[src/design/board_pkg.sv]
package board_pkg;

    // ------------------------------
    // Peripheral widths

    localparam int w_tm_digit = 8;                 // TM1638 7-segment digits
    localparam int w_tm_led   = 8;                 // TM1638 red LEDs
    localparam int w_tm_key   = 8;                 // TM1638 keys
    localparam int w_mic      = 24;                // INMP441 sample bits

    // ------------------------------
    // TM1638 command bytes and controller states

    typedef enum logic [7:0] {
        cmd_write_auto = 8'h40,                    // Data write, auto increment
        cmd_read_keys  = 8'h42,                    // Key scan read
        cmd_addr_base  = 8'hc0,                    // Display RAM address 0
        cmd_display_on = 8'h8f                     // Display on, max brightness
    } tm_cmd_t;

    typedef enum logic [2:0] {
        st_idle,                                   // Out of reset, bus idle
        st_cmd,                                    // Write mode command
        st_addr,                                   // Start address
        st_data,                                   // Sixteen display bytes
        st_ctrl,                                   // Display control
        st_read_cmd,                               // Key read command
        st_read,                                   // Four key bytes in
        st_gap                                     // Pause between frames
    } tm_state_t;

    // ------------------------------
    // Bundles between blocks

    typedef struct packed {
        logic [w_tm_digit - 1:0][7:0] seg;         // Digit 0 rightmost, bit 0 = a, bit 7 = dot
        logic [w_tm_led   - 1:0]      led;         // One bit per TM1638 LED
    } tm_frame_t;

    typedef struct packed {
        logic signed [w_mic - 1:0] value;          // Left channel, two's complement
        logic                      valid;          // One cycle strobe
    } mic_sample_t;

    // Active high segment font, hgfedcba order
    function automatic logic [7:0] hex_to_seg (input logic [3:0] nibble);
        case (nibble)
            4'h0:    return 8'h3f;
            4'h1:    return 8'h06;
            4'h2:    return 8'h5b;
            4'h3:    return 8'h4f;
            4'h4:    return 8'h66;
            4'h5:    return 8'h6d;
            4'h6:    return 8'h7d;
            4'h7:    return 8'h07;
            4'h8:    return 8'h7f;
            4'h9:    return 8'h6f;
            4'ha:    return 8'h77;
            4'hb:    return 8'h7c;                 // Lower case b
            4'hc:    return 8'h39;
            4'hd:    return 8'h5e;                 // Lower case d
            4'he:    return 8'h79;
            default: return 8'h71;                 // F
        endcase
    endfunction

endpackage

[src/design/top.sv]
`timescale 1ns/100ps

module top
# (
    parameter w_sw = 4
)
(
    input                                    clk,
    input                                    rst_n,

    input        [w_sw                - 1:0] sw,
    input        [board_pkg::w_tm_key - 1:0] key_byte,   // TM1638 keys ORed with onboard
    input  board_pkg::mic_sample_t           sample,

    output board_pkg::tm_frame_t             frame
);

    import board_pkg::*;

    // ------------------------------

    localparam int n_mic_digits = w_mic / 4;       // Six hex digits per sample
    localparam int n_key_digits = w_tm_key / 4;    // Two hex digits for keys

    logic signed [w_mic - 1:0] value_q;            // Last captured sample

    // Hold the sample between strobes
    always_ff @(posedge clk or negedge rst_n)
    begin
        if (! rst_n)
            value_q <= '0;
        else if (sample.valid)
            value_q <= sample.value;
    end

    // ------------------------------
    // Display frame

    always_comb
    begin
        for (int i = 0; i < n_mic_digits; i++)
            frame.seg [i] = hex_to_seg (value_q [4 * i +: 4]);      // Sample on the right

        for (int i = 0; i < n_key_digits; i++)
            frame.seg [n_mic_digits + i] = hex_to_seg (key_byte [4 * i +: 4]);

        // sw[0] picks the LED source
        if (sw [0])
            frame.led = key_byte;
        else
            frame.led = value_q [w_mic - 1 -: w_tm_led];            // Loudness-ish bar
    end

endmodule

[config.mk]
export PLATFORM = sky130hd
export DESIGN_NAME = top
export DESIGN_NICKNAME = d
export VERILOG_FILES = /design/src/design/board_pkg.sv /design/src/design/top.sv
export SDC_FILE = /design/constraint.sdc
export NUM_CORES = 1
export LEC_CHECK = 0
export BUFFER_PORTS_ARGS = -buffer_cell sky130_fd_sc_hd__buf_4
export CAP_MARGIN = 20
export CORE_ASPECT_RATIO = 1.25
export CORE_MARGIN = 2
export CORE_UTILIZATION = 45
export DETAILED_ROUTE_END_ITERATION = 8
export PLACE_DENSITY_LB_ADDON = 0.15
export SYNTH_ARGS = -nofsm -noshare
export SYNTH_HDL_FRONTEND = slang
export SYNTH_SLANG_ARGS = --single-unit
export TNS_END_PERCENT = 30
[constraint.sdc]
create_clock -name clk -period 1.8 [get_ports clk]
set_clock_uncertainty 0.15 [all_clocks]
set_input_delay 0.36 -clock clk [delete_from_list [all_inputs] [get_ports clk]]
set_output_delay 0.36 -clock clk [all_outputs]
set_load 0.03 [all_outputs]
==> Word level (Yosys, flattened, before mapping) <==
Memories as Yosys holds them, arrays and structs flattened.
Index checks and enable logic that the tools add are counted.
{ "totals": {"ff_bits": 24, "mem_bits_ro": 896, "in_bits": 39, "output_inout_bits": 72, "elab_cells": 10, "n_memories": 8} }
{ "op_classes": {"muxes": 1} }
{ "memory_table": {"columns": ["memory", "depth", "word_bits", "rd", "rd_clocked_by_memory_dff", "write_ports", "line_no", "text"], "rows": [
  ["(name not given)", 16, 7, 1, 0, 0, "board_pkg.sv:47", "case (nibble)"],
  ["(name not given)", 16, 7, 1, 0, 0, "board_pkg.sv:47", null],
  ["(name not given)", 16, 7, 1, 0, 0, "board_pkg.sv:47", null],
  ["(name not given)", 16, 7, 1, 0, 0, "board_pkg.sv:47", null],
  ["(name not given)", 16, 7, 1, 0, 0, "board_pkg.sv:47", null],
  ["(name not given)", 16, 7, 1, 0, 0, "board_pkg.sv:47", null],
  ["2 more memories", null, null, null, null, null, null, null]
]} }
{ "ops": {"columns": ["op", "n"], "rows": [
  ["$mux 8", 1]
]} }

==> Logic depth before layout (Yosys ltp) <==
{ "logic_depth": {"depth_word": 1, "ltp_mapped": 5, "depth_no_buf": 5} }

==> Worst setup path before layout <==
No wires, ideal clock.
{ "synth_timing": {"path_type": "register to output", "start": "reg value_q[16]", "end": "out frame[40] (netlist bit)", "arrival_time_ps": 1589, "required_time_ps": 1290, "slack_ps": -299, "path_stages_with_launch": 4, "path_buffers": 0, "path_cell_list": "dfrtp_1 > ha_1 > and3_2 > a221oi_1"} }
{ "synth_rtl": {"columns": ["item", "line_no", "text"], "rows": [
  ["from (decl)", "top.sv:25", "logic signed [w_mic - 1:0] value_q;"],
  ["from (signal assigned)", "top.sv:33", "value_q <= sample.value;"],
  ["to (decl)", "top.sv:15", "output board_pkg::tm_frame_t frame"]
]} }

==> impl_summary.txt <==
----------------------------------------------------
[Status]
  Run status ... finished, violations left
  Violations in the final reports ... setup timing

[Synthesis]
  Simple-gate share of the synthesized area ... 0.131
  Fraction of the yosys area taken by sequential cells ... 0.198
  Mux cell area share after synthesis ... 0.135
  Synth Area in Compound Gates ... 0.190
  Number of distinct standard cells referenced by the synthesized netlist ... 31
  Post-synthesis area per instance ... 8.34 um2
  Commonest cells in the synthesized netlist ... ha_1, inv_1, o21ai_0
  EDFF count, synth ... 0
  Most common cell in the synthesized netlist ... ha_1
  Most used flip-flop cell after synthesis ... dfrtp_1
  Async SR Flop Fraction ... 1.00
  Leading cell types by total area after synthesis ... ha_1, dfrtp_1, mux4_2
  Area fraction of the dominant cell type after synthesis ... 0.231
  Cell area after technology mapping ... 3030 um2
  Number of synthesized register bits ... 24
  Number of warnings issued by yosys ... 0
  Main combinational cell family by area after synthesis ... adder cells
  Fraction of synthesized cell area in xor and xnor cells ... 0.00289
  Share of synthesized cell area in full adder, half adder and majority cells ... 0.231
  Gate Count Post-Synth ... around 360
  Cell taking the most area after synthesis ... ha_1

[Route]
  Total wirelength of the detailed-routed design ... slightly below 10,000 um
  Routed length per placed instance ... approximately 15 um
  Count of unresolved DRC violations after routing ... 0
  Routed vias ... ~3,300
  Post-route antenna net violation count ... 0
  Via-to-Cell Ratio ... between 5 and 6
  TritonRoute pass-1 iters ... 4
  1st-iter DRT viols ... 122

[STA]
  Period utilisation layout ... 1.26
  Final Max Tran Viols ... 0
  Time the worst path needs with I/O delays and setup ... around 2300 ps
  Unrepaired setup endpoints after global routing ... yes
  Sum of negative setup slack ... -13,730 ps
  Hold violation count in the final report ... 0
  Highest attainable clock frequency ... 440 MHz
  Count of endpoints failing setup in the final report ... between 50 and 60
  Post-route setup slack ... -475 ps

[Global route]
  Pin count of the biggest net entering global routing ... 41
  Total global routing overflow ... 0
  Via count of the first global-routing pass ... around 3,100
  GR Util All Layers ... 0.221
  Number of antenna violations at the first check in global routing ... 0
  First-pass GRT wire length ... between 10,000 and 15,000 um

[Clock network]
  Sink Count ... 24
  Clock Tree Buf Depth ... 2
  Root Buffer ... clkbuf_8
  Max H-tree Level ... 1
  Total clock buffers created by CTS ... 3
  Clk Latency, worst-skew pair ... 270 ps
  CTS clock-pin slew for the worst setup and hold paths ... about 80 ps
  CTS tree ... yes

[Critical path]
  Critical path endpoint category ... primary output
  Critical path buffer and inverter count ... 4
  Setup Crit Path Kind ... flip-flop to primary output
  Library cell appearing most often on the critical path ... inv_4
  Worst-case reg-to-reg path depth ... 5
  Maximum fanout encountered on the critical timing path ... 4
  Family with the most delay on the worst path ... multiplexers
  Critical path startpoint category ... flip-flop
  Cell at the slowest stage of the critical path ... mux4_2
  Critical path's largest stage delay ... approximately 480 ps
  Stages on worst setup path ... 6
  Arrival time of data at the critical path endpoint ... 1760 ps
  Critical-path cell list ... inv_4 > ha_4 > inv_2 > mux4_2 > inv_4 > buf_6
  WP data required ... ~1300 ps

[Place]
  Routability cong. ... between 0.7 and 0.8
  Number of placed instances with taps included ... between 600 and 700
  Final HPWL from detailed placement ... roughly 6000 um
  IO buf count ... 99

[Die]
  Standard-cell rows ... 33
  Die W ... 77.4 um
  # IOs ... between 100 and 150
  Vertical die dimension ... 95.8 um
  Initial core utilization ... 0.462
  Area of the core ... 6570 um2
  Die area ... 7420 um2

[Power and ir drop]
  Power per Cell Area ... 596 nW/um2
  Leak Pwr ... between 0.002 and 0.003 uW
  Power Total ... 3330 uW
  Worst vdd ir ... between 400 and 500 uV

[Job]
  Max-cap violations ... 0

[Final layout]
  Total Nets Final ... ~660
  Area grow syn2layout ... 84.3%
  Share of final-layout standard cells stronger than drive strength 1 ... 0.659
  Number of diodes ... 0
  Top reg by flops ... value_q
  Largest registers ... value_q x24
  Max reg flops ... 24
  Non-filler cells, final ... around 650

[Worst hold path]
  Class of the tightest hold or removal check ... input pin to flip-flop
  Count of cells along the worst hold path ... 3

----------------------------------------------------
==> per-layer routing <==
layer,vias to the layer above,wire [um],global-route usage
met5,-,0,0
met2,103,5570,0.472
met4,0,182,0.0461
met1,1615,3760,0.230
met3,17,403,0.0206
li1,1613,-,-
==> area by class of cell <==
class | instances | area (um2)
Fill cell | 341 | 973
Clock buffer | 4 | 55.1
Timing Repair Buffer | 214 | 1870
Tap cell | 87 | 109
Inverter | 43 | 186
Sequential cell | 24 | 607
Multi-Input combinational cell | 275 | 2770
==> final timing paths <==
path                              from     endpoint  slack, ps
min in group asynchronous        rst_n   value_q[0]        370
setup reg to reg           value_q[13]  value_q[13]        580
hold reg to reg             value_q[3]   value_q[3]        580
setup / recovery           value_q[20]    frame[51]       -470
max in group asynchronous        rst_n  value_q[19]        870
hold / removal               sample[1]   value_q[0]        140
==> cells in the final DEF (no fill, tap or decap), types with 9 or more instances in the layout <==
| master | Yosys | final |
|---|---|---|
| a21oi_1 | 26 | 16 |
| a22oi_1 | 14 | 9 |
| buf_4 | 9 | 147 |
| buf_6 | 2 | 65 |
| dfrtp_1 | 24 | 19 |
| ha_1 | 56 | 15 |
| ha_2 | 0 | 15 |
| ha_4 | 0 | 26 |
| inv_2 | 0 | 27 |
| mux2_2 | 15 | 11 |
| nand2_1 | 31 | 26 |
| nor2_1 | 21 | 21 |
| o21ai_0 | 34 | 20 |
| o21ai_1 | 0 | 9 |
==> metrics by stage <==
stage | util | area [um2] | setup slack (ps) | hold slack, ps
final | 0.852 | 5590 | -475 | 139
after global routing | 0.852 | 5590 | -552 | 131
after CTS | 0.771 | 5060 | -432 | 140
after detailed placement | 0.671 | 4400 | -238 | 131
after global placement | 0.671 | 4400 | -203 | 132
after floorplan | - | 3110 | -131 | -85.6
==> worst reg2reg max path: stages (launching register included) <==
cell and delay (ps):
dfrtp_1 390, inv_2 90, buf_6 140, buf_4 130
buf_4 120, o21ai_0 140
==> cell families (layout without fill, tap and decap cells) <==
logic type,count (synthesis),after routing
AO/OA/AOI/OAI,95,95
XOR/XNOR,1,1
adder cells (fa/ha/maj),56,56
buffers and inverters,72,261
flip-flops,24,24
multiplexers,29,29
other,1,8
AND/OR/NAND/NOR,86,86
==> repair_timing <==
item                                   in CTS  in global routing
pin swaps                                  27                 32
endpoints found under the hold margin      24                  0
setup buffers                              20                 16
gates resized for setup                   125                105
setup endpoints to repair                  56                 64
hold buffers                                1                  0
==> power breakdown <==
group | internal [uW] | leakage [uW] | switching, uW
Sequential | 591 | 0.000283 | 96.7
Combinational | 1100 | 0.00228 | 1170
Clock | 196 | 0.0000288 | 179
Total | 1890 | 0.00259 | 1450
Power figures use the tool's default switching activity.
