[src/design/board_pkg.sv]
package board_pkg;

    // ------------------------------
    // Peripheral widths

    localparam int w_tm_digit = 8;                 // TM1638 7-segment digits
    localparam int w_tm_led   = 8;                 // TM1638 red LEDs
    localparam int w_tm_key   = 8;                 // TM1638 keys
    localparam int w_mic      = 24;                // INMP441 sample bits

    // ------------------------------
    // TM1638 command bytes and controller states

    typedef enum logic [7:0] {
        cmd_write_auto = 8'h40,                    // Data write, auto increment
        cmd_read_keys  = 8'h42,                    // Key scan read
        cmd_addr_base  = 8'hc0,                    // Display RAM address 0
        cmd_display_on = 8'h8f                     // Display on, max brightness
    } tm_cmd_t;

    typedef enum logic [2:0] {
        st_idle,                                   // Out of reset, bus idle
        st_cmd,                                    // Write mode command
        st_addr,                                   // Start address
        st_data,                                   // Sixteen display bytes
        st_ctrl,                                   // Display control
        st_read_cmd,                               // Key read command
        st_read,                                   // Four key bytes in
        st_gap                                     // Pause between frames
    } tm_state_t;

    // ------------------------------
    // Bundles between blocks

    typedef struct packed {
        logic [w_tm_digit - 1:0][7:0] seg;         // Digit 0 rightmost, bit 0 = a, bit 7 = dot
        logic [w_tm_led   - 1:0]      led;         // One bit per TM1638 LED
    } tm_frame_t;

    typedef struct packed {
        logic signed [w_mic - 1:0] value;          // Left channel, two's complement
        logic                      valid;          // One cycle strobe
    } mic_sample_t;

    // Active high segment font, hgfedcba order
    function automatic logic [7:0] hex_to_seg (input logic [3:0] nibble);
        case (nibble)
            4'h0:    return 8'h3f;
            4'h1:    return 8'h06;
            4'h2:    return 8'h5b;
            4'h3:    return 8'h4f;
            4'h4:    return 8'h66;
            4'h5:    return 8'h6d;
            4'h6:    return 8'h7d;
            4'h7:    return 8'h07;
            4'h8:    return 8'h7f;
            4'h9:    return 8'h6f;
            4'ha:    return 8'h77;
            4'hb:    return 8'h7c;                 // Lower case b
            4'hc:    return 8'h39;
            4'hd:    return 8'h5e;                 // Lower case d
            4'he:    return 8'h79;
            default: return 8'h71;                 // F
        endcase
    endfunction

endpackage

[src/design/inmp441_mic_i2s_receiver.sv]
`timescale 1ns/100ps

module inmp441_mic_i2s_receiver
# (
    parameter sck_div = 8                          // Clocks per half SCK
)
(
    input                                clk,
    input                                rst_n,

    input                                sd,       // Serial data from the mic
    output logic                         sck,
    output logic                         ws,       // Low = left slot
    output logic                         lr,       // Channel select pin
    output board_pkg::mic_sample_t       sample
);

    import board_pkg::*;

    // ------------------------------

    localparam int w_div       = sck_div > 1 ? $clog2 (sck_div) : 1;
    localparam int n_slot_bits = 32;               // Bit periods per channel

    logic [w_div - 1:0] div_cnt;
    logic               tick;                      // SCK edge due
    logic [5:0]         slot;                      // Bit period in the 64 bit frame
    logic               primed;                    // Seen a full frame start
    logic               capture;
    logic               word_done;
    logic [w_mic - 1:0] shift_q;
    logic [w_mic - 1:0] value_q;
    logic               valid_q;

    assign lr = 1'b0;                              // Mic answers in the left slot
    assign ws = slot [5];                          // Flips when slot wraps 31 or 63

    assign tick      = (div_cnt == w_div' (sck_div - 1));
    assign capture   = tick & ~ sck & ~ ws & (slot >= 6'd1) & (slot <= 6' (w_mic));
    assign word_done = tick & sck & primed & (slot == 6' (n_slot_bits - 1));   // WS about to rise

    assign sample    = {value_q, valid_q};

    // ------------------------------
    // SCK and slot counting

    always_ff @(posedge clk or negedge rst_n)
    begin
        if (! rst_n)
        begin
            div_cnt <= '0;
            sck     <= 1'b0;
            slot    <= '0;
            primed  <= 1'b0;
            valid_q <= 1'b0;
        end
        else
        begin
            valid_q <= word_done;

            if (tick)
            begin
                div_cnt <= '0;
                sck     <= ~ sck;

                if (sck)                           // Falling edge opens a bit period
                begin
                    slot <= slot + 1'b1;

                    if (slot == 6'd63)
                        primed <= 1'b1;            // Next left slot is whole
                end
            end
            else
            begin
                div_cnt <= div_cnt + 1'b1;
            end
        end
    end

    // ------------------------------
    // Left word capture, MSB first

    always_ff @(posedge clk)
    begin
        if (capture)
            shift_q <= {shift_q [w_mic - 2:0], sd};

        if (word_done)
            value_q <= shift_q;
    end

endmodule

[config.mk]
export PLATFORM = sky130hd
export DESIGN_NAME = inmp441_mic_i2s_receiver
export DESIGN_NICKNAME = d
export VERILOG_FILES = /design/src/design/board_pkg.sv /design/src/design/inmp441_mic_i2s_receiver.sv
export SDC_FILE = /design/constraint.sdc
export NUM_CORES = 1
export LEC_CHECK = 0
export ABC_AREA = 1
export BUFFER_PORTS_ARGS = -buffer_cell sky130_fd_sc_hd__buf_2
export CORE_MARGIN = 2
export CORE_UTILIZATION = 49
export DETAILED_ROUTE_END_ITERATION = 10
export PLACE_DENSITY = 0.77
export SYNTH_ARGS = -nofsm -noshare
export SYNTH_HDL_FRONTEND = slang
export SYNTH_SLANG_ARGS = --single-unit
[constraint.sdc]
create_clock -name clk -period 3.4 [get_ports clk]
set_clock_uncertainty 0.15 [all_clocks]
set_input_delay 0.68 -clock clk [delete_from_list [all_inputs] [get_ports clk]]
set_output_delay 0.68 -clock clk [all_outputs]
set_load 0.005 [all_outputs]
-- Yosys cells after proc, flatten, opt, wreduce, memory -nomap -nowiden
Index checks and enable logic that the tools add are counted.
- bits in writable memories: 0
- logic and storage cells: 26
- output and inout port bits: 28
- memories: 0
- latch bits: 0
- flip-flop bits (word level): 60
- memory bits (read-only): 0
- input bits: 3
- add/subtract/negate cells: 2
- multiplexer cells: 1
- reductions and logical operators: 2
- eq/ne operators: 3
- bitwise operators: 9
- multiply operators: 0
- magnitude comparators: 2
- shift-type cells: 0
- div/mod/pow operators: 0
- operators with widths (cell ; count):
    $and 1x1->1 ; 7
    $add 6x1->6 const B ; 1
    $eq 6x5->1 const B ; 1
    $eq 6x6->1 const B ; 1
    $ge 6x1->1 const B ; 1
    $le 6x5->1 const B ; 1
    $add 3x1->3 const B ; 1
    $eq 3x3->1 const B ; 1
    $mux 3 ; 1
    $reduce_and 3->1 ; 1
    $not 1->1 ; 2
    $reduce_and 2->1 ; 1

-- Longest topological paths before layout
- depth in word-level cells: 5
- mapped depth: 9
- depth with buffers taken out: 8

-- Least setup slack after synthesis
Ideal clock, no wire load.
- kind: register to register
- start point: reg div_cnt[0]
- end point: reg value_q[0], enable pin
- data required time: 2.813 ns
- data arrival time: 2.626 ns
- buffers on the path: 1
- clock period less this slack: 3.213 ns
- path slack: 0.187 ns
- cell stages (with the launch flop): 6
- setup time: 0.437 ns
- path through: dfrtp_1 > ha_1 > ha_1 > buf_4 > nand3_2 > nor3_1
- word-level cells in the longest chain between the ends: 4
- RTL lines (item ; line ; source):
    from (decl) ; inmp441_mic_i2s_receiver.sv:25 ; logic [w_div - 1:0] div_cnt;
    from (signal assigned) ; inmp441_mic_i2s_receiver.sv:76 ; div_cnt <= div_cnt + 1'b1;
    $eq 3x3->1 ; inmp441_mic_i2s_receiver.sv:38 ; assign tick = (div_cnt == w_div' (sck_div - 1));
    $and 1x1->1 (3 in a row) ; inmp441_mic_i2s_receiver.sv:40 ; assign word_done = tick & sck & primed & (slot == 6' (n_slot_bits - 1));
    named net word_done ; inmp441_mic_i2s_receiver.sv:30 ; logic word_done;
    to (signal assigned) ; inmp441_mic_i2s_receiver.sv:90 ; value_q <= shift_q;
    to (decl) ; inmp441_mic_i2s_receiver.sv:32 ; logic [w_mic - 1:0] value_q;
The timed path passes the listed nets, and every way through them passes these cells.
A chain may end at the register's enable or synchronous reset.

-- Worst setup path after layout
- start point: reg div_cnt[0]
- end point: reg value_q[19], enable pin
Same word-level chain as after synthesis.

==> qor.tcl <==
set qor(outcome) {completed}
set qor(numPlacedInstances) 194
set qor(fp.dieArea_um2) 4760
set qor(vias) 978
set qor(post_synth_num_cell_types) 19
set qor(layout.cells.non_filler) 210
set qor(worstSkewPairLatency_ns) 0.32
set qor(syn_area_per_cell_um2) 17.9
set qor(grt_setup_unrepaired) {false}
set qor(worst_ir_drop_vdd_v) 0.000528
set qor(synth-edff-count) 48
set qor(place.gp.congestion) 0.782
set qor(cts.hold.buffers_added) 0
set qor(drt_drc_violations_left) 0
set qor(synth.yosys.warnings) 0
set qor(antenna_violating_nets_post_route) 0
set qor(core.rowCount) 23
set qor(layout_min_cycle_time_ns) 1.99
set qor(clock_transition_at_the_registers_of_the_reported_paths_ns) 0.06
set qor(ctsLongestPathBuffers) 2
set qor(r2r_cells) 5
set qor(family_with_the_most_delay_on_the_worst_path) {adder cells}
set qor(cts_tree) {done}
set qor(final_net_count) 164
set qor(area_growth_syn_to_layout_pct) 19.9
set qor(design.portCount) 31
set qor(worst_setup_path_start_kind) {flop}
set qor(sequential_cell_area_um2) 1740
set qor(firstDrtPassIters) 4
set qor(crit_path_max_fanout) 25
set qor(synth_top_cells_by_count) {48 x edfxtp_1, 12 x dfrtp_1, 11 x nand2_1, 8 x nor2_1, 7 x inv_1}
set qor(worstSetupEndpointType) {flop}
set qor(cts.sink_count) 60
set qor(grt_max_degree) 26
set qor(route.layer.met1.wl_um) 1300
set qor(drtIter0Drc) 70
set qor(finalSetupViolCount) 0
set qor(synth_top_area_cell) {edfxtp_1}
set qor(multiInputGateArea_um2) 287
set qor(critical_path.startpoint) {div_cnt[0]$_DFF_PN0_}
set qor(endpoint_of_the_worst_register_to_register_path) {value_q[19]$_DFFE_PP_}
set qor(clk_root_buffer_cell) {clkbuf_8}
set qor(detailroute.wirelength.met2_um) 1290
set qor(post_route_clock_period_utilization) 0.585
set qor(yosysMostFrequentCell) {edfxtp_1}
set qor(postSynthCellCount) 116
set qor(start_util) 0.514
set qor(synth-seq-area-share) 0.841
set qor(h-tree-depth) 3
set qor(critical_path.max_stage_delay_ns) 0.35
set qor(achievable_freq_ghz) 0.503
set qor(timing.critical_path.slowest_stage_cell) {dfrtp_1}
set qor(cp.depth) 5
set qor(r2r-start) {div_cnt[0]$_DFF_PN0_}
set qor(setup.reg_to_reg.worst_slack_ns) 1.41
set qor(yosys_register_bits) 60
set qor(synth.top_cell.area_share) 0.696
set qor(most_frequently_used_flop_master_after_synthesis) {edfxtp_1}
set qor(via_cell_ratio) 4.66
set qor(grt_pass1_wl_um) 4740
set qor(finalWirelength_um) 2810
set qor(grt_util_all_layers) 0.133
set qor(chipHeight_um) 69.0
set qor(top_layer_used) {met4}
set qor(diode_insertion_count_for_antenna_repair) 0
set qor(mappedNetlistArea_um2) 2070
set qor(synth_fp_nets) 125
set qor(fillCellCount) 306
set qor(total_power_divided_by_cell_area_nw_per_um2) 572
set qor(final_layout_size_suffix_gt1_frac) 0.338
set qor(total_of_cells_resized_after_clock_tree_synthesis) 0
set qor(via_count_of_the_first_global_routing_pass) 965
set qor(timing.final.hold_violations) 0
set qor(placement.io_buffers) 29
set qor(worst-endpoint-arrival_ns) 1.83
set qor(antenna_found_initial) 0
set qor(dr_wl_met3_um) 171
set qor(path_buf_inv) 1
set qor(cts-buffers-inserted) 9
set qor(required_time_of_the_worst_setup_path_ns) 3.25
set qor(synth_top_cells_by_area) {edfxtp_1 70%, dfrtp_1 15%, ha_1 3.6%, nand2_1 2.0%, nor2_1 1.5%}
set qor(leakage_power_figure_nw) 0.994
set qor(cts_post_setup_buffers_inserted) 0
set qor(ys_async_sr_fraction) 0.200
set qor(min-delay-path-class) {primary input to async pin}
set qor(core_area_um2) 4030
set qor(fin_tns_setup_ns) 0
set qor(cap_viol_max_count) 0
set qor(fin_hold_ws_ns) 0.0720
set qor(place.detailed.hpwl_um) 1840
set qor(worstSetupPathType) {flop to flop}
set qor(path_cells) {ha_1 -> ha_1 -> nand3_2 -> nor3_2 -> buf_4}
set qor(chipWidth_um) 69.0
set qor(grt.overflow.total) 0
set qor(avgRoutedWirePerCell_um) 13.4
set qor(slew_viol_final) 0
set qor(crit_path_frequent_cell) {ha_1}
## layout by cell type (no fill, tap or decap)
cell and n:
edfxtp_1 48, buf_2 29, dfrtp_1 12, nand2_1 11, clkbuf_8 11, nor2_1 8, inv_1 7, ha_1 6
nand3_1 4, a21oi_1 3, nor3_2 2, nor2_4 2, xor2_1 2, clkinv_2 2, buf_4 2, nand3_2 1
inv_2 1, nand3b_1 1, nand2_2 1, nand4_1 1, nor3_1 1, nor2_2 1, conb_1 1, clkinvlp_4 1
bufinv_16 1, clkbuf_1 1
## metrics by stage
stage	setup WS [ns]	power, mW	cell area (um2)	utilization
after floorplan	0.187	0.800	2070	-
after global placement	1.51	0.803	2280	0.566
after detailed placement	1.44	0.803	2280	0.566
after CTS	1.39	1.44	2480	0.616
after global routing	1.24	1.47	2480	0.616
final	1.41	1.42	2480	0.616
## worst reg2reg max path: stages, from the launching register on
cell     delay, ns
dfrtp_1       0.35
ha_1          0.16
ha_1          0.32
nand3_2       0.17
nor3_2        0.19
buf_4         0.32
## report_power, final
group	leakage [nW]	switching, mW	internal (mW)
Clock	0.102	0.256	0.376
Sequential	0.584	0	0.784
Combinational	0.307	0.00296	0.000811
Total	0.994	0.259	1.16
## state kept, by name (all words and copies together), names as in the netlist
signal / count
slot: 6
shift_q: 24
div_cnt: 3
sck: 1
value_q: 24
primed: 1
valid_q: 1
## cell type report
class                           count  area share
Timing Repair Buffer               31      0.0645
Tap cell                           50      0.0252
Clock buffer                       12      0.0625
Multi-Input combinational cell     45       0.115
Inverter                            8      0.0121
Clock inverter                      4      0.0191
Sequential cell                    60       0.701
## per-layer routing
layer / global-route usage / vias up
li1: - / 488
met1: 0.172 / 460
met2: 0.189 / 26
met3: 0.0643 / 4
met4: 0.0654 / 0
met5: 0 / -
## how the worst max path moves through the flow
stage | end | slack, ns
6_report | value_q[19]$_DFFE_PP_ | 1.41
5_1_grt | value_q[19]$_DFFE_PP_ | 1.24
4_1_cts | value_q[3]$_DFFE_PP_ | 1.39
3_5_place_dp | value_q[9]$_DFFE_PP_ | 1.44
3_3_place_gp | value_q[13]$_DFFE_PP_ | 1.51
2_1_floorplan | value_q[0]$_DFFE_PP_ | 0.19
## logic make-up (layout without fill, tap and decap cells)
group,Yosys count,count (layout),share of synthesized area
buffers and inverters,11,55,0.0254
other,1,1,0.00181
DFF,60,60,0.841
and+or+nand+nor,33,33,0.0798
xor gates and xnor gates,2,2,0.00846
AOI/OAI and AO/OA,3,3,0.00725
adders and majority gates,6,6,0.0363
No activity file was read; power rests on OpenSTA's default activity.
