## config.mk

```make
export PLATFORM = sky130hd
export DESIGN_NAME = tm1638_board_controller
export DESIGN_NICKNAME = d
export VERILOG_FILES = /design/src/design/board_pkg.sv /design/src/design/tm1638_board_controller.sv
export SDC_FILE = /design/constraint.sdc
export NUM_CORES = 1
export LEC_CHECK = 0
export ABC_AREA = 0
export BUFFER_PORTS_ARGS = -buffer_cell sky130_fd_sc_hd__clkbuf_2
export CAP_MARGIN = 20
export CORE_UTILIZATION = 35
export CTS_BUF_LIST = sky130_fd_sc_hd__clkbuf_8
export DETAILED_ROUTE_END_ITERATION = 8
export GPL_TIMING_DRIVEN = 1
export HOLD_SLACK_MARGIN = 0.05
export PLACE_DENSITY = 0.64
export SLEW_MARGIN = 15
export SYNTH_ARGS = -nofsm -noshare
export SYNTH_HDL_FRONTEND = slang
export SYNTH_SLANG_ARGS = --single-unit
```

## constraint.sdc

```tcl
create_clock -name clk -period 9.77 [get_ports clk]
set_input_delay 0.4885 -clock clk [delete_from_list [all_inputs] [get_ports clk]]
set_output_delay 0.4885 -clock clk [all_outputs]
set_load 0.05 [all_outputs]
```

## src/design/board_pkg.sv

```systemverilog
package board_pkg;

    // ------------------------------
    // Peripheral widths

    localparam int w_tm_digit = 8;                 // TM1638 7-segment digits
    localparam int w_tm_led   = 8;                 // TM1638 red LEDs
    localparam int w_tm_key   = 8;                 // TM1638 keys
    localparam int w_mic      = 24;                // INMP441 sample bits

    // ------------------------------
    // TM1638 command bytes and controller states

    typedef enum logic [7:0] {
        cmd_write_auto = 8'h40,                    // Data write, auto increment
        cmd_read_keys  = 8'h42,                    // Key scan read
        cmd_addr_base  = 8'hc0,                    // Display RAM address 0
        cmd_display_on = 8'h8f                     // Display on, max brightness
    } tm_cmd_t;

    typedef enum logic [2:0] {
        st_idle,                                   // Out of reset, bus idle
        st_cmd,                                    // Write mode command
        st_addr,                                   // Start address
        st_data,                                   // Sixteen display bytes
        st_ctrl,                                   // Display control
        st_read_cmd,                               // Key read command
        st_read,                                   // Four key bytes in
        st_gap                                     // Pause between frames
    } tm_state_t;

    // ------------------------------
    // Bundles between blocks

    typedef struct packed {
        logic [w_tm_digit - 1:0][7:0] seg;         // Digit 0 rightmost, bit 0 = a, bit 7 = dot
        logic [w_tm_led   - 1:0]      led;         // One bit per TM1638 LED
    } tm_frame_t;

    typedef struct packed {
        logic signed [w_mic - 1:0] value;          // Left channel, two's complement
        logic                      valid;          // One cycle strobe
    } mic_sample_t;

    // Active high segment font, hgfedcba order
    function automatic logic [7:0] hex_to_seg (input logic [3:0] nibble);
        case (nibble)
            4'h0:    return 8'h3f;
            4'h1:    return 8'h06;
            4'h2:    return 8'h5b;
            4'h3:    return 8'h4f;
            4'h4:    return 8'h66;
            4'h5:    return 8'h6d;
            4'h6:    return 8'h7d;
            4'h7:    return 8'h07;
            4'h8:    return 8'h7f;
            4'h9:    return 8'h6f;
            4'ha:    return 8'h77;
            4'hb:    return 8'h7c;                 // Lower case b
            4'hc:    return 8'h39;
            4'hd:    return 8'h5e;                 // Lower case d
            4'he:    return 8'h79;
            default: return 8'h71;                 // F
        endcase
    endfunction

endpackage

```

## src/design/tm1638_board_controller.sv

```systemverilog
`timescale 1ns/100ps

module tm1638_board_controller
# (
    parameter sio_div = 25                         // Clocks per half bit
)
(
    input                                     clk,
    input                                     rst_n,

    input  board_pkg::tm_frame_t              frame,
    output logic [board_pkg::w_tm_key - 1:0]  keys,

    output logic                              sio_clk,
    output logic                              sio_stb,
    output logic                              sio_dout,
    output logic                              sio_oe,   // Low while keys are read
    input                                     sio_din
);

    import board_pkg::*;

    // ------------------------------

    localparam int w_div      = sio_div > 1 ? $clog2 (sio_div) : 1;
    localparam int n_rd_bytes = 4;                 // Key scan bytes per read

    typedef enum logic [1:0] {
        ws_shift,                                  // Lead, bytes and pauses
        ws_tail,                                   // Last half bit before STB rises
        ws_space                                   // STB high between windows
    } win_step_t;

    logic [w_div - 1:0]          div_cnt;
    logic                        tick;             // End of a half bit
    tm_state_t                   state;
    win_step_t                   step;
    logic [4:0]                  bit_cnt;          // 0..15 half bits, 16 = clock parked high
    logic [4:0]                  bit_nxt;
    logic [3:0]                  byte_cnt;
    logic                        win_end;          // Current byte closes the window
    logic                        frame_start;
    logic                        rd_rise;
    logic [7:0]                  tx_byte;
    tm_frame_t                   frame_q;          // Frame frozen for one refresh
    logic [8 * n_rd_bytes - 1:0] key_sr;
    logic [w_tm_key - 1:0]       keys_rx;

    // ------------------------------
    // Half bit timebase

    assign tick = (div_cnt == w_div' (sio_div - 1));

    always_ff @(posedge clk or negedge rst_n)
    begin
        if (! rst_n)
            div_cnt <= '0;
        else if (tick)
            div_cnt <= '0;
        else
            div_cnt <= div_cnt + 1'b1;
    end

    assign bit_nxt     = (bit_cnt == 5'd16) ? 5'd0 : bit_cnt + 5'd1;
    assign frame_start = tick & (state == st_idle | (state == st_gap & bit_cnt == 5'd15));
    assign rd_rise     = tick & (step == ws_shift) & ~ sio_clk & (state == st_read);

    // ------------------------------
    // Byte on the wire

    always_comb
    begin
        case (state)
            st_cmd:      tx_byte = cmd_write_auto;
            st_addr:     tx_byte = cmd_addr_base;
            st_data:     tx_byte = byte_cnt [0]                          // Even seg, odd LED
                                   ? {7'd0, frame_q.led [byte_cnt [3:1]]}
                                   : frame_q.seg [byte_cnt [3:1]];
            st_ctrl:     tx_byte = cmd_display_on;
            st_read_cmd: tx_byte = cmd_read_keys;
            default:     tx_byte = 8'h00;
        endcase
    end

    always_comb
    begin
        case (state)
            st_data:              win_end = (byte_cnt == 4'd15);
            st_read:              win_end = (byte_cnt == 4' (n_rd_bytes - 1));
            st_addr, st_read_cmd: win_end = 1'b0;    // Data follows in same window
            default:              win_end = 1'b1;
        endcase
    end

    // Key k in read byte k mod 4, bit 0 or bit 4
    always_comb
    begin
        for (int k = 0; k < w_tm_key; k++)
            keys_rx [k] = key_sr [8 * (k % n_rd_bytes) + 4 * (k / n_rd_bytes)];
    end

    // ------------------------------
    // Frame sequencer

    always_ff @(posedge clk or negedge rst_n)
    begin
        if (! rst_n)
        begin
            state    <= st_idle;
            step     <= ws_shift;
            bit_cnt  <= 5'd16;
            byte_cnt <= '0;
            sio_clk  <= 1'b1;
            sio_stb  <= 1'b1;
            sio_dout <= 1'b1;
            sio_oe   <= 1'b1;
            keys     <= '0;
        end
        else if (frame_start)
        begin
            state    <= st_cmd;                    // STB falls, clock stays high
            step     <= ws_shift;
            bit_cnt  <= 5'd16;
            byte_cnt <= '0;
            sio_stb  <= 1'b0;
        end
        else if (tick && state == st_gap)
        begin
            bit_cnt  <= bit_nxt;
        end
        else if (tick)
        begin
            case (step)
                ws_shift:
                begin
                    if (! sio_clk)
                    begin
                        sio_clk <= 1'b1;           // Rising edge, data stable
                        bit_cnt <= bit_nxt;
                    end
                    else if (bit_cnt == 5'd15)     // Byte done
                    begin
                        bit_cnt <= 5'd16;

                        if (win_end)
                        begin
                            step <= ws_tail;

                            if (state == st_read)
                            begin
                                keys   <= keys_rx;
                                sio_oe <= 1'b1;    // Take the line back
                            end
                        end
                        else if (state == st_addr)
                        begin
                            state    <= st_data;
                            byte_cnt <= '0;
                        end
                        else if (state == st_read_cmd)
                        begin
                            state    <= st_read;
                            byte_cnt <= '0;
                            sio_oe   <= 1'b0;      // TM1638 drives from here
                        end
                        else
                        begin
                            byte_cnt <= byte_cnt + 1'b1;
                        end
                    end
                    else
                    begin
                        sio_clk  <= 1'b0;          // Falling edge, next bit out
                        bit_cnt  <= bit_nxt;
                        sio_dout <= tx_byte [bit_nxt [3:1]];     // LSB first
                    end
                end

                ws_tail:
                begin
                    sio_stb <= 1'b1;
                    step    <= ws_space;
                end

                default:                           // ws_space
                begin
                    step     <= ws_shift;
                    byte_cnt <= '0;
                    sio_stb  <= (state == st_read);               // Gap keeps STB high
                    bit_cnt  <= (state == st_read) ? 5'd0 : 5'd16;

                    case (state)
                        st_cmd:  state <= st_addr;
                        st_data: state <= st_ctrl;
                        st_ctrl: state <= st_read_cmd;
                        default: state <= st_gap;
                    endcase
                end
            endcase
        end
    end

    // ------------------------------
    // Frame latch and key shifter

    always_ff @(posedge clk)
    begin
        if (frame_start)
            frame_q <= frame;

        if (rd_rise)
            key_sr <= {sio_din, key_sr [8 * n_rd_bytes - 1:1]};   // LSB arrives first
    end

endmodule

```

==> After elaboration in Yosys (flattened, before gate mapping) <==
Index checks and enable logic that the tools add are counted.
{ "word_totals": {"reg_bits": 135} }
{ "classes": {"bitwise_logic": 10, "n_reduce_logical": 16, "addsub": 3, "eq_ne": 24, "mux": 54, "order_cmp": 2} }
{ "op_table": {"columns": ["op", "count"], "rows": [
  ["$mux W5", 8],
  ["$pmux W8 S5", 1],
  ["$mux W4", 8],
  ["$bmux W8 S3", 1],
  ["$mux W3", 8],
  ["$mux W8", 2],
  ["$ne A3 B3 Y1 const B", 5],
  ["$eq A3 B3 Y1 const B", 4],
  ["$mux W2", 6],
  ["$reduce_and A6 Y1", 2],
  ["$mux W1", 11],
  ["$add A5 B1 Y5 const B", 2],
  ["$eq A5 B5 Y1 const B", 2],
  ["$pmux W5 S2", 1],
  ["$pmux W3 S3", 1],
  ["$reduce_and A9 Y1", 1],
  ["$lt A3 B4 Y1 const B", 2],
  ["$ne A2 B2 Y1 const B", 4],
  ["$pmux W4 S2", 1],
  ["$reduce_and A8 Y1", 1],
  ["$reduce_and A7 Y1", 1],
  ["$bmux W1 S3", 2],
  ["$eq A3 B2 Y1 const B", 2],
  ["$pmux W3 S2", 1],
  ["24 further kinds", 32]
]} }

==> Depth between registers and ports, before layout <==
{ "depth": {"depth_word": 10, "ltp_mapped": 9} }

==> Worst setup path after synthesis <==
No wires, ideal clock.
{ "synth_path": {"kind": "reg2reg", "startpoint": "register bit_cnt[0]", "endpoint": "register byte_cnt[3]", "path_stages_with_launch": 10, "synth_period_minus_slack_ns": 4.191, "setup_slack_ns": 5.579, "arrival_ns": 4.057, "t_required_ns": 9.636, "path_buffers": 0, "cell_sequence": "dfrtp_1 -> ha_1 -> and3_1 -> ha_1 -> nand4_1 -> a21oi_2 -> nor4_1 -> and2_1 -> o21ai_0 -> o31ai_1"} }
{ "synth_between": {"elab_chain_cells": 6} }
{ "synth_lines": {"columns": ["item", "line_no", "rtl"], "rows": [
  ["start, declared", "tm1638_board_controller.sv:38", "logic [4:0] bit_cnt;"],
  ["start signal, assigned", "tm1638_board_controller.sv:129", "bit_cnt <= bit_nxt;"],
  ["start signal, assigned", "tm1638_board_controller.sv:139", "bit_cnt <= bit_nxt;"],
  ["start signal, assigned", "tm1638_board_controller.sv:174", "bit_cnt <= bit_nxt;"],
  ["$eq A5 B4 Y1 (*)", "tm1638_board_controller.sv:65, tm1638_board_controller.sv:141", null],
  ["$and A1 B1 Y1", "tm1638_board_controller.sv:65", "assign frame_start = tick & (state == st_idle | (state == st_gap & bit_cnt == 5'd15));"],
  ["$or A1 B1 Y1", "tm1638_board_controller.sv:65", null],
  ["$and A1 B1 Y1", "tm1638_board_controller.sv:65", null],
  ["$ne A3 B3 Y1 (no line), or another cell as far along", null, null],
  ["$reduce_and A6 Y1 (no line)", null, null],
  ["end signal, assigned", "tm1638_board_controller.sv:168", "byte_cnt <= byte_cnt + 1'b1;"],
  ["end, declared", "tm1638_board_controller.sv:40", "logic [3:0] byte_cnt;"]
]} }
Every way passes the cells marked *; elsewhere a longest branch is shown, timed or not.
A chain may end at the register's enable or synchronous reset.

==> Worst setup path after layout <==
{ "layout_path": {"startpoint": "register bit_cnt[0]", "endpoint": "register bit_cnt[3]"} }
{ "layout_between": {"elab_chain_cells": 8} }
{ "layout_lines": {"columns": ["item", "line_no", "rtl"], "rows": [
  ["$add A5 B1 Y5 / $eq A5 B5 Y1 (equally long branches)", "tm1638_board_controller.sv:64", "assign bit_nxt = (bit_cnt == 5'd16) ? 5'd0 : bit_cnt + 5'd1;"],
  ["$mux W5", "tm1638_board_controller.sv:64", null],
  ["$mux W5", "tm1638_board_controller.sv:141", "else if (bit_cnt == 5'd15)"],
  ["$mux W5", "tm1638_board_controller.sv:136", "if (! sio_clk)"],
  ["$pmux W5 S2", "tm1638_board_controller.sv:133", "case (step)"],
  ["$mux W5", "tm1638_board_controller.sv:131", "else if (tick)"],
  ["$mux W5", "tm1638_board_controller.sv:127", "else if (tick && state == st_gap)"],
  ["$mux W5", "tm1638_board_controller.sv:119", "else if (frame_start)"]
]} }
Parallel ways exist; a longest one is shown, timed or not. The select of a mux whose other input is x is not followed.

==> flow_metrics.env <==
export IMPL_status="finished, final reports clean"
export IMPL_grt_pass1_wl_mm=16.6
export IMPL_clockBufferDepth=2
export IMPL_syn_avg_cell_area_um2=16.4
export IMPL_dieArea_um2=16400
export IMPL_ctsResizeCount=0
export IMPL_placedCellCount=626
export IMPL_final_common_cell="edfxtp_1"
export IMPL_clkTransAtPathRegs_ns=0.07
export IMPL_peakVddDrop_v=0.0000983
export IMPL_grt_pass1_vias=3262
export IMPL_synth_area_leaders="edfxtp_1, dfrtp_1, mux4_1"
export IMPL_rsz0062_at_grt="false"
export IMPL_cts_sinks=135
export IMPL_cts_tree="yes"
export IMPL_path_max_fanout=51
export IMPL_insertion_delay_ns=0.44
export IMPL_routedWlPerCell_um=15.7
export IMPL_top_level_ports=87
export IMPL_cp_end_kind="flop"
export IMPL_async_flop_share_pct=23.0
export IMPL_ant_nets=0
export IMPL_ys_flop_type="edfxtp_1"
export IMPL_post_cts_buffers=0
export IMPL_drt_first_pass_iters=5
export IMPL_placed_area_um2=6230
export IMPL_worst_r2r_setup_slack_ns=6.49
export IMPL_relSlewSlack_pct=39.3
export IMPL_numCtsBuffers=17
export IMPL_viasPerCell=4.92
export IMPL_hold_violations=0
export IMPL_syn_inst=340
export IMPL_worstMarginPinSlew_ns=0.909
export IMPL_fin_worst_skew_ns=0.0121
export IMPL_cap_violations=0
export IMPL_die_h_um=128
export IMPL_grt_use_total_pct=13.7
export IMPL_fill_cells=1359
export IMPL_grt_max_degree=52
export IMPL_final_area_um2=6610
export IMPL_final_cell_mix="edfxtp_1, clkbuf_2, dfrtp_1"
export IMPL_crit_path_start_kind="flop"
export IMPL_post_dp_hpwl_mm=7.08
export IMPL_start_util_pct=36.2
export IMPL_power_density_nw_per_um2=161
export IMPL_maxSlewViolCount=0
export IMPL_cp_arrival_ns=3.61
export IMPL_fp_dieW_um=128
export IMPL_synth_seq_area_share_pct=70.1
export IMPL_drive_gt1_share_pct=32.2
export IMPL_core_um2=15400
export IMPL_min_period_ns=3.28
export IMPL_syn2layout_area_growth_pct=18.6
export IMPL_yosysTopAreaCellShare_pct=56.1
export IMPL_diodes=0
export IMPL_dr_first_iter_drc_count=153
export IMPL_cts_hold_buf=0
export IMPL_setup_viol=0
export IMPL_wirelength_mm=10.3
export IMPL_yosysUniqueCellTypes=57
export IMPL_antenna_found_initial=0
export IMPL_hp_class="in2async"
export IMPL_synth_edf_count=104
export IMPL_crit_type="reg2reg"
export IMPL_num_rows=45
export IMPL_num_vias=3237
export IMPL_grt_overflow=0
export IMPL_required_ns=10.10
export IMPL_final_nets=516
export IMPL_ys_ff_latch=135
export IMPL_yosysTopAreaCell="edfxtp_1"
export IMPL_setup_tns_ns=0
export IMPL_drc_errors=0
export IMPL_cts_htree_levels=4
export IMPL_final_period_utilization_pct=33.6
export IMPL_gp_congestion=0.834
export IMPL_yosysWarnings=0
export IMPL_cts_root_buf="clkbuf_8"
export IMPL_synth_fp_nets=422
export IMPL_leakage_nw=2.47
export IMPL_max_freq_mhz=305
export IMPL_final_cells=658
export IMPL_synth_area_um2=5570
export IMPL_io_buffers=86
kinds of logic (layout without fill, tap and decap cells):
logic type	Yosys count	after routing	synth area share, %
compound gates	43	43	5.37
xor+xnor	6	6	0.943
fa+ha+maj	7	7	1.57
flops	135	135	70.1
mux	35	35	11.1
simple gates	93	93	9.37
buf+inv	21	128	1.59
final cells by class:
| type | instances | area [um2] | area share (%) |
|---|---|---|---|
| Clock inverter | 15 | 140 | 2.12 |
| Clock buffer | 17 | 234 | 3.54 |
| Sequential cell | 135 | 3910 | 59.1 |
| Tap cell | 211 | 264 | 3.99 |
| Multi-Input combinational cell | 184 | 1590 | 24.0 |
| Timing Repair Buffer | 89 | 453 | 6.85 |
| Inverter | 7 | 26.3 | 0.398 |
worst max-delay path, cell delays in order (launching register included):
cell and delay (ns):
dfrtp_1 0.42, ha_1 0.20, and3_1 0.16, ha_1 0.26, nand4_1 0.21, a21oi_4 0.79
buf_4 0.64, nor3_1 0.22, a22o_1 0.22
layer usage:
layer / global-route usage, % / wire (um) / up-vias
met5: 0 / 0 / -
met3: 4.30 / 423 / 17
met4: 5.67 / 162 / 0
li1: - / - / 1535
met1: 16.7 / 4440 / 1590
met2: 22.5 / 5300 / 95
worst paths after layout:
kind,start,endpoint,depth (start not counted)
worst max-delay path,bit_cnt[0]$_DFFE_PN0P_,bit_cnt[3]$_DFFE_PN0P_,8
worst min-delay path,rst_n,keys[6]$_DFFE_PN0P_,1
worst max register to register,bit_cnt[0]$_DFFE_PN0P_,bit_cnt[3]$_DFFE_PN0P_,8
worst min register to register,key_sr[6]$_DFFE_PP_,key_sr[5]$_DFFE_PP_,0
max in group asynchronous,rst_n,byte_cnt[3]$_DFFE_PN0P_,1
min in group clk,frame[52],frame_q[52]$_DFFE_PN_,1
flip-flops by register name, indices dropped and copies added, names as in the netlist:
register and count:
frame_q 72, key_sr 32, keys 8, bit_cnt 5, div_cnt 5, byte_cnt 4, state 3, step 2
sio_clk 1, sio_dout 1, sio_oe 1, sio_stb 1
per-stage QoR:
stage / utilization, % / hold WS, ns / total power [mW] / setup slack [ns]
after floorplan: - / 0.193 / 0.629 / 5.58
after global routing: 43.0 / 0.176 / 1.11 / 6.16
after CTS: 43.0 / 0.142 / 1.08 / 6.45
after detailed placement: 40.6 / 0.405 / 0.647 / 6.47
final: 43.0 / 0.138 / 1.07 / 6.49
after global placement: 40.6 / 0.405 / 0.646 / 6.65
where the power goes:
group / switching [mW] / leakage, nW / internal (mW)
registers: 0 / 1.34 / 0.616
clock network: 0.211 / 0.185 / 0.222
logic: 0.00714 / 0.952 / 0.0103
total: 0.218 / 2.47 / 0.849
cell usage after synthesis, types with 2 or more instances:
cell,instances
xor2_1,2
dfstp_2,5
buf_2,2
or2_2,2
mux4_2,7
a22oi_1,2
a31oi_1,4
and4_1,2
nand4_1,4
and3b_1,2
nand3b_1,3
nor4_1,3
o21ai_0,10
mux2i_1,6
nor2b_1,3
clkbuf_1,11
nand2_1,15
a22o_1,6
a211oi_1,2
nand3_1,10
dfrtp_1,26
nand2b_1,5
mux2_1,4
xnor2_1,4
a21oi_1,7
ha_1,7
mux2_2,8
mux4_1,10
o211ai_1,2
nor2_1,19
edfxtp_1,104
inv_1,7
nand4b_1,3
and3_1,4
nor3_1,7
Note: power is estimated with default switching activity, not from simulation.
